$ cat src/source/flash_bus_pkg.sv
// Bus side definitions for the flash read controller
// Widths, control register layout and the decoded request

package flash_bus_pkg;

	////////////////////
	// Bus widths
	////////////////////

	// Word address, so a 16 MB part is fully covered
	localparam int WORD_ADDR_W = 22;
	localparam int DATA_W = 32;
	// Byte exchanged in user mode
	localparam int USER_BYTE_W = 8;

	////////////////////
	// Control register
	////////////////////

	// Write side
	//   [8]    set to release user mode and raise chip select
	//   [7:0]  byte to send when bit 8 is clear
	localparam int CTRL_CS_BIT = 8;

	// Read side
	//   [12]   always reads as one
	//   [7:0]  last byte received from the flash
	localparam int CTRL_FLAG_BIT = 12;

	////////////////////
	// Decoded request
	////////////////////

	typedef enum logic [2:0]
	{
		// No strobe accepted this cycle
		REQ_NONE,
		// Memory read, starts a full read frame
		REQ_READ,
		// Control write with bit 8 low, sends one byte
		REQ_USER_BYTE,
		// Control write with bit 8 high, leaves user mode
		REQ_CFG_RELEASE,
		// Anything else, answered on the next edge
		REQ_IMMEDIATE
	} req_kind_e;

	typedef struct packed
	{
		req_kind_e kind;
		// Low byte of the write data, valid with REQ_USER_BYTE
		logic [USER_BYTE_W-1:0] user_byte;
	} bus_req_t;

endpackage

$ cat src/source/flash_spi_pkg.sv
// Serial flash pin side definitions
// Read opcode, frame lengths, shift register width and the pin bundle

package flash_spi_pkg;

	////////////////////
	// Flash opcodes
	////////////////////

	// Plain read command, no dummy cycles
	// Limits the serial clock to what the slow read allows
	typedef enum logic [7:0]
	{
		CMD_READ = 8'h03
	} flash_cmd_e;

	////////////////////
	// Frame timing
	////////////////////

	// Read frame is 1 idle + 8 opcode + 24 address + 32 data bits
	localparam int READ_FRAME_LEN = 65;
	// User frame is 1 idle + 8 data bits
	localparam int USER_FRAME_LEN = 9;
	// Countdown must hold READ_FRAME_LEN
	localparam int FRAME_CNT_W = 7;

	// Outgoing shift register
	// Idle bit on top, then opcode, then byte address
	localparam int SHIFT_W = 33;

	////////////////////
	// Pin bundle
	////////////////////

	typedef struct packed
	{
		// Chip select, active low
		logic cs_n;
		// Serial clock, idles low
		logic sck;
		// Data toward the flash
		logic mosi;
	} spi_pins_t;

endpackage

$ cat src/source/flash_ctrl.sv
// Low logic serial flash read controller
// Bus reads fetch one 32 bit word with the 03h read command
// Control port gives software byte access to the flash

`timescale 1ns/1ps

module flash_ctrl
	import flash_spi_pkg::*;
	import flash_bus_pkg::*;
(
	input  logic                   i_clk,
	input  logic                   i_reset,
	// Bus slave port
	input  logic                   i_wb_cyc,
	input  logic                   i_wb_stb,
	input  logic                   i_cfg_stb,
	input  logic                   i_wb_we,
	input  logic [WORD_ADDR_W-1:0] i_wb_addr,
	input  logic [DATA_W-1:0]      i_wb_data,
	output logic                   o_wb_stall,
	output logic                   o_wb_ack,
	output logic [DATA_W-1:0]      o_wb_data,
	// Flash pins
	output spi_pins_t              o_spi,
	input  logic                   i_spi_miso
);

	// Decoded request, valid in the accepting cycle only
	bus_req_t req;
	logic user_mode;
	logic cs_n;
	logic sck;
	logic mosi;
	// Returned bit valid
	logic sample;

	flash_request_decode u_decode (
		.i_clk       (i_clk),
		.i_reset     (i_reset),
		.i_wb_stb    (i_wb_stb),
		.i_cfg_stb   (i_cfg_stb),
		.i_wb_we     (i_wb_we),
		.i_wb_data   (i_wb_data),
		.i_stall     (o_wb_stall),
		.o_req       (req),
		.o_user_mode (user_mode)
	);

	flash_frame_sequencer u_sequencer (
		.i_clk       (i_clk),
		.i_reset     (i_reset),
		.i_wb_cyc    (i_wb_cyc),
		.i_req       (req),
		.i_user_mode (user_mode),
		.o_stall     (o_wb_stall),
		.o_ack       (o_wb_ack),
		.o_cs_n      (cs_n),
		.o_sck       (sck),
		.o_sample    (sample)
	);

	flash_mosi_shifter u_mosi (
		.i_clk   (i_clk),
		.i_stall (o_wb_stall),
		.i_addr  (i_wb_addr),
		.i_req   (req),
		.o_mosi  (mosi)
	);

	flash_miso_capture u_miso (
		.i_clk       (i_clk),
		.i_sample    (sample),
		.i_user_mode (user_mode),
		.i_miso      (i_spi_miso),
		.o_data      (o_wb_data)
	);

	// Pin bundle toward the flash
	assign o_spi.cs_n = cs_n;
	assign o_spi.sck = sck;
	assign o_spi.mosi = mosi;

endmodule

$ cat src/source/flash_frame_sequencer.sv
// Frame sequencer for the flash read controller
// Counts out each serial frame and derives stall, ack,
// chip select and the serial clock from the countdown

`timescale 1ns/1ps

module flash_frame_sequencer
	import flash_spi_pkg::*;
	import flash_bus_pkg::*;
(
	input  logic     i_clk,
	input  logic     i_reset,
	input  logic     i_wb_cyc,
	input  bus_req_t i_req,
	input  logic     i_user_mode,
	output logic     o_stall,
	output logic     o_ack,
	output logic     o_cs_n,
	output logic     o_sck,
	output logic     o_sample
);

	// Cycles left in the current frame, zero when idle
	logic [FRAME_CNT_W-1:0] frame_cnt;
	// Request that starts a serial frame
	logic frame_start;
	// Last cycle of the frame
	logic frame_last;
	// Accepted control write of either kind
	logic cfg_write;

	assign frame_start = (i_req.kind == REQ_READ) || (i_req.kind == REQ_USER_BYTE);
	assign frame_last = (frame_cnt == FRAME_CNT_W'(1));
	assign cfg_write = (i_req.kind == REQ_USER_BYTE) || (i_req.kind == REQ_CFG_RELEASE);

	////////////////////
	// Countdown
	////////////////////

	// Dropping the bus cycle aborts the frame at once
	always_ff @(posedge i_clk)
	begin
		if (i_reset || !i_wb_cyc)
			frame_cnt <= '0;
		else if (i_req.kind == REQ_READ)
			frame_cnt <= FRAME_CNT_W'(READ_FRAME_LEN);
		else if (i_req.kind == REQ_USER_BYTE)
			frame_cnt <= FRAME_CNT_W'(USER_FRAME_LEN);
		else if (frame_cnt != '0)
			frame_cnt <= frame_cnt - 1'b1;
	end

	////////////////////
	// Bus handshake
	////////////////////

	// Stall for the whole frame, drops together with the ack
	always_ff @(posedge i_clk)
	begin
		if (i_reset || !i_wb_cyc)
			o_stall <= 1'b0;
		else if (frame_start)
			o_stall <= 1'b1;
		else
			o_stall <= (frame_cnt > FRAME_CNT_W'(1));
	end

	// One cycle ack at the end of a frame, or right away for
	// requests that need no serial traffic
	always_ff @(posedge i_clk)
	begin
		if (i_reset)
			o_ack <= 1'b0;
		else if (frame_last)
			o_ack <= i_wb_cyc;
		else if ((i_req.kind == REQ_IMMEDIATE) || (i_req.kind == REQ_CFG_RELEASE))
			o_ack <= 1'b1;
		else
			o_ack <= 1'b0;
	end

	////////////////////
	// Chip select
	////////////////////

	// User mode keeps the flash selected between byte frames
	always_ff @(posedge i_clk)
	begin
		if (i_reset)
			o_cs_n <= 1'b1;
		else if (!i_wb_cyc && !i_user_mode)
			o_cs_n <= 1'b1;
		else if (i_req.kind == REQ_READ)
			o_cs_n <= 1'b0;
		// Release deselects, a user byte selects
		else if (cfg_write)
			o_cs_n <= (i_req.kind == REQ_CFG_RELEASE);
		else if (i_user_mode)
			o_cs_n <= 1'b0;
		else if (frame_last)
			o_cs_n <= 1'b1;
	end

	////////////////////
	// Serial clock
	////////////////////

	// Runs one cycle short of the frame so the last bit settles
	always_ff @(posedge i_clk)
	begin
		if (i_reset)
			o_sck <= 1'b0;
		else if (frame_start)
			o_sck <= 1'b1;
		else if (i_wb_cyc && (frame_cnt > FRAME_CNT_W'(2)))
			o_sck <= 1'b1;
		else
			o_sck <= 1'b0;
	end

	// Clock as seen at the pin, one cycle late
	// Returned data is valid while this is high
	always_ff @(posedge i_clk)
	begin
		if (i_reset || !i_wb_cyc)
			o_sample <= 1'b0;
		else
			o_sample <= o_sck;
	end

endmodule

$ cat src/source/flash_miso_capture.sv
// Returned data capture for the flash read controller
// Builds the read word, or the control register image in user mode

`timescale 1ns/1ps

module flash_miso_capture import flash_bus_pkg::*;
(
	input  logic              i_clk,
	input  logic              i_sample,
	input  logic              i_user_mode,
	input  logic              i_miso,
	output logic [DATA_W-1:0] o_data
);

	// Control register image around a received byte
	function automatic logic [DATA_W-1:0] ctrl_image(input logic [USER_BYTE_W-1:0] b);
		logic [DATA_W-1:0] img;
		img = '0;
		img[CTRL_FLAG_BIT] = 1'b1;
		img[USER_BYTE_W-1:0] = b;
		return img;
	endfunction

	////////////////////
	// Shift in
	////////////////////

	always_ff @(posedge i_clk)
	begin
		if (i_sample)
		begin
			// User mode keeps only the last byte under the flag
			if (i_user_mode)
				o_data <= ctrl_image({o_data[USER_BYTE_W-2:0], i_miso});
			else
				o_data <= {o_data[DATA_W-2:0], i_miso};
		end
		// Hold the image steady between user frames
		else if (i_user_mode)
		begin
			o_data <= ctrl_image(o_data[USER_BYTE_W-1:0]);
		end
	end

endmodule

$ cat src/source/flash_mosi_shifter.sv
// Outgoing serial data for the flash read controller
// Loads opcode and address, or a user byte, and shifts it out top bit first

`timescale 1ns/1ps

module flash_mosi_shifter
	import flash_spi_pkg::*;
	import flash_bus_pkg::*;
(
	input  logic                   i_clk,
	input  logic                   i_stall,
	input  logic [WORD_ADDR_W-1:0] i_addr,
	input  bus_req_t               i_req,
	output logic                   o_mosi
);

	// Idle bit, then 8 command bits, then 24 address bits
	logic [SHIFT_W-1:0] shift_q;

	////////////////////
	// Load and shift
	////////////////////

	// Loads every idle cycle so the word is ready on acceptance
	// Byte address is the word address with two zero bits below it
	always_ff @(posedge i_clk)
	begin
		if (!i_stall)
		begin
			if (i_req.kind == REQ_USER_BYTE)
				shift_q <= {1'b0, i_req.user_byte, i_addr, 2'b00};
			else
				shift_q <= {1'b0, CMD_READ, i_addr, 2'b00};
		end
		// One bit per cycle during the frame
		else
		begin
			shift_q <= {shift_q[SHIFT_W-2:0], 1'b0};
		end
	end

	// Top bit goes to the pin
	assign o_mosi = shift_q[SHIFT_W-1];

endmodule

$ cat src/source/flash_request_decode.sv
// Request decode for the flash read controller
// Sorts every accepted strobe into one request kind
// and keeps the user mode flag

`timescale 1ns/1ps

module flash_request_decode import flash_bus_pkg::*;
(
	input  logic              i_clk,
	input  logic              i_reset,
	input  logic              i_wb_stb,
	input  logic              i_cfg_stb,
	input  logic              i_wb_we,
	input  logic [DATA_W-1:0] i_wb_data,
	input  logic              i_stall,
	output bus_req_t          o_req,
	output logic              o_user_mode
);

	// A strobe only counts while the sequencer is not stalling
	logic accepted;
	// Accepted write to the control port
	logic cfg_write;

	assign accepted = (i_wb_stb || i_cfg_stb) && !i_stall;
	assign cfg_write = accepted && i_cfg_stb && i_wb_we;

	////////////////////
	// Request kind
	////////////////////

	always_comb
	begin
		o_req.user_byte = i_wb_data[USER_BYTE_W-1:0];
		if (!accepted)
			o_req.kind = REQ_NONE;
		// Memory read, but only when software does not own the bus
		else if (i_wb_stb && !i_wb_we && !o_user_mode)
			o_req.kind = REQ_READ;
		else if (cfg_write && !i_wb_data[CTRL_CS_BIT])
			o_req.kind = REQ_USER_BYTE;
		else if (cfg_write)
			o_req.kind = REQ_CFG_RELEASE;
		// Memory writes, control reads and reads in user mode
		else
			o_req.kind = REQ_IMMEDIATE;
	end

	////////////////////
	// User mode flag
	////////////////////

	// Any control write decides the mode
	// Bit 8 low enters user mode, bit 8 high leaves it
	always_ff @(posedge i_clk)
	begin
		if (i_reset)
			o_user_mode <= 1'b0;
		else if (cfg_write)
			o_user_mode <= !i_wb_data[CTRL_CS_BIT];
	end

endmodule

$ cat config.mk
export PLATFORM = sky130hd
export DESIGN_NAME = flash_ctrl
export DESIGN_NICKNAME = d
export VERILOG_FILES = /design/src/source/flash_bus_pkg.sv /design/src/source/flash_spi_pkg.sv /design/src/source/flash_ctrl.sv /design/src/source/flash_frame_sequencer.sv /design/src/source/flash_miso_capture.sv /design/src/source/flash_mosi_shifter.sv /design/src/source/flash_request_decode.sv
export SDC_FILE = /design/constraint.sdc
export NUM_CORES = 1
export LEC_CHECK = 0
export BUFFER_PORTS_ARGS = -buffer_cell sky130_fd_sc_hd__buf_4
export CORE_MARGIN = 4
export CORE_UTILIZATION = 30
export DETAILED_ROUTE_END_ITERATION = 6
export GPL_TIMING_DRIVEN = 0
export SYNTH_ARGS = -nofsm -noshare
export SYNTH_HDL_FRONTEND = slang
export SYNTH_HIERARCHICAL = 1
export SYNTH_SLANG_ARGS = --single-unit
$ cat constraint.sdc
create_clock -name i_clk -period 4.5 [get_ports i_clk]
set_clock_uncertainty 0.15 [all_clocks]
set_input_delay 0 -clock i_clk [delete_from_list [all_inputs] [get_ports i_clk]]
set_output_delay 0 -clock i_clk [all_outputs]
set_load 0.05 [all_outputs]
==> results.cfg <==
[outcome]
status = finished clean

[global_routing]
grt_max_degree = 25
gr-total-overflow = 0
grt_pass1_wl_um = 9900
grt_usage = 0.105
grt_pass1_vias = 2097
antenna_found_initial = 0

[clock_tree]
cts_root_buffer = clkbuf_8
cts_buffers = 9
cts_max_level = 3
cts_tree = built
cts_sinks = 76
clkSlewWorstSetupHoldPaths_ps = 80
clock_latency_ps = 330
clockBufferDepth = 2

[die]
start_util = 0.313
die_w_um = 110
core_area_um2 = 9950
die_area_um2 = 12100
ios = 98
fp.dieH_um = 110
core.rowCount = 36

[sta]
max_slew_margin = 0.344
finalHoldViolations = 0
rsz0062_at_grt = false
finalSetupViolCount = 0
tightestPinTransition_ps = 983
period_needed_ps = 2560
max_freq_mhz = 390
slew_viol_final = 0
fin_hold_ws_ps = 161
timing.final.crit_share = 0.570
fin_setup_tns_ps = 0

[synth]
ys_warn_count = 6
yosys_most_used_dff = dfxtp_1
yosysTopAreaCell = edfxtp_1
synth_area_um2 = 3120
yosysMostFrequentCell = dfxtp_1
synth_common_cells = dfxtp_1 (44), edfxtp_1 (32), mux2_2 (21), and3b_1 (20), buf_4 (14)
yosysTopAreaCellShare = 0.308
async_flop_share = 0
synthDistinctLibCells = 40
ys_top_cells_by_area = edfxtp_1 (31%), dfxtp_1 (28%), mux2_2 (7.6%)
syn_avg_cell_area_um2 = 12.9
synth_edf_count = 32
syn-num-nets = 306
ys_ff_latch = 76
syn_inst = 241
yosysSeqAreaShare = 0.590

[power_and_ir_drop]
power_density_nw_per_um2 = 456
total_leakage_power_nw = 1.83
vdd_drop_max_mv = 0.224

[critical_path]
cp-start-kind = register
crit_required_ps = 4630
end_kind = register
cp_max_fo = 11
path_class = reg -> reg
worstPathArrival_ps = 2690
reg2reg_depth = 6

[job]
maxCapViolCount = 0

[detailed_routing]
ant_nets = 0
drtIter0Drc = 101
drt-pass1-iter-count = 4
drc = 0
routed_wl_um = 6340
via_per_inst = 4.47
vias = 2206
wl_per_cell_um = 12.9

[layout]
final_nets = 420
syn_to_final_growth_pct = 38.5
diodes = 0
drive_above_1_share = 0.364

[worst_hold_path]
hold_class = in -> reg
whs_path_depth = 5

[placement]
io_buffers = 66
place_hpwl_um = 4380
gp_congestion = 0.800
==> cell usage in the layout (no fill, tap or decap), types with 4 or more instances in the layout <==
| cell type | n |
|---|---|
| buf_2 | 4 |
| nor3_1 | 6 |
| dfxtp_1 | 44 |
| a22o_1 | 6 |
| mux2_2 | 21 |
| buf_4 | 80 |
| nor2_1 | 7 |
| nor2b_1 | 11 |
| a21oi_1 | 8 |
| and3b_2 | 4 |
| and3b_1 | 20 |
| ha_1 | 4 |
| dlygate4sd3_1 | 37 |
| and2_1 | 9 |
| edfxtp_1 | 32 |
| inv_1 | 6 |
| nor3b_1 | 4 |
| clkbuf_8 | 9 |
==> registers in the layout, indices dropped and copies added, names as in the netlist <==
register	flops
u_decode/o_user_mode	1
u_mosi/shift_q	31
u_sequencer/o_sample	1
u_sequencer/frame_cnt	7
u_miso/o_data	32
u_sequencer/o_cs_n	1
u_sequencer/o_stall	1
u_sequencer/o_sck	1
u_sequencer/o_ack	1
==> critical path, stage by stage (launching register included) <==
cell,delay (ps)
dfxtp_1,420
or3b_1,430
a21oi_1,490
and3b_1,270
o2bb2ai_1,70
a21oi_1,130
dlygate4sd3_1,540
==> final timing paths <==
kind / startpoint / endpoint / slack (ps)
worst max register to register: u_decode/o_user_mode / u_sequencer/o_ack / 1940
worst min register to register: u_sequencer/o_sck / u_sequencer/o_sample / 270
worst min-delay path: i_cfg_stb / u_sequencer/frame_cnt[6] / 160
worst max-delay path: u_decode/o_user_mode / u_sequencer/o_ack / 1940
==> kinds of logic (layout without fill, tap and decap cells) <==
family | count (synthesis) | after routing | share of synthesized area
AND/OR/NAND/NOR | 80 | 80 | 0.184
flip-flops | 76 | 76 | 0.590
AO/OA/AOI/OAI | 30 | 30 | 0.0678
buffers and inverters | 27 | 146 | 0.0581
multiplexers | 21 | 21 | 0.0758
adder cells (fa/ha/maj) | 4 | 4 | 0.0160
XOR/XNOR | 3 | 3 | 0.00842
==> metal layers <==
layer / GRT usage / vias to the layer above / share of wire
li1: - / 1094 / -
met1: 0.126 / 1051 / 0.43
met2: 0.174 / 54 / 0.49
met3: 0.0408 / 7 / 0.065
met4: 0.0303 / 0 / 0.012
met5: 0 / - / 0
==> metrics by stage <==
stage | setup slack (ps) | total power (W) | utilization | cells | cell area (µm²)
2_1_floorplan | 2370 | 0.00136 | - | 241 | 3120
3_3_place_gp | 2200 | 0.00151 | 0.380 | 440 | 3780
3_5_place_dp | 2140 | 0.00152 | 0.380 | 440 | 3780
4_1_cts | 1930 | 0.00200 | 0.434 | 493 | 4320
5_1_grt | 1750 | 0.00210 | 0.434 | 493 | 4320
6_report | 1940 | 0.00197 | 0.434 | 493 | 4320
==> power by group <==
group	switching, W	internal [W]	total, W
sequential	0.0000641	0.000836	0.000901
combinational	0.000350	0.000278	0.000629
clock	0.000243	0.000199	0.000443
total	0.000658	0.00131	0.00197
==> final cells by class <==
cell class / instances / area (µm²)
fill: 939 / 5630
buffer: 21 / 159
inverter: 6 / 22.5
sequential: 76 / 1840
multi-input combinational: 138 / 1100
timing repair buffer: 103 / 866
clock buffer: 10 / 128
clock inverter: 6 / 40.0
tap: 133 / 166
==> timing repair <==
action / CTS / global route
endpoints found under the hold margin: 39 / 0
gates resized for setup: 0 / 0
hold buffers: 37 / 0
setup buffers: 0 / 0
Note: power is estimated with default switching activity, not from simulation.
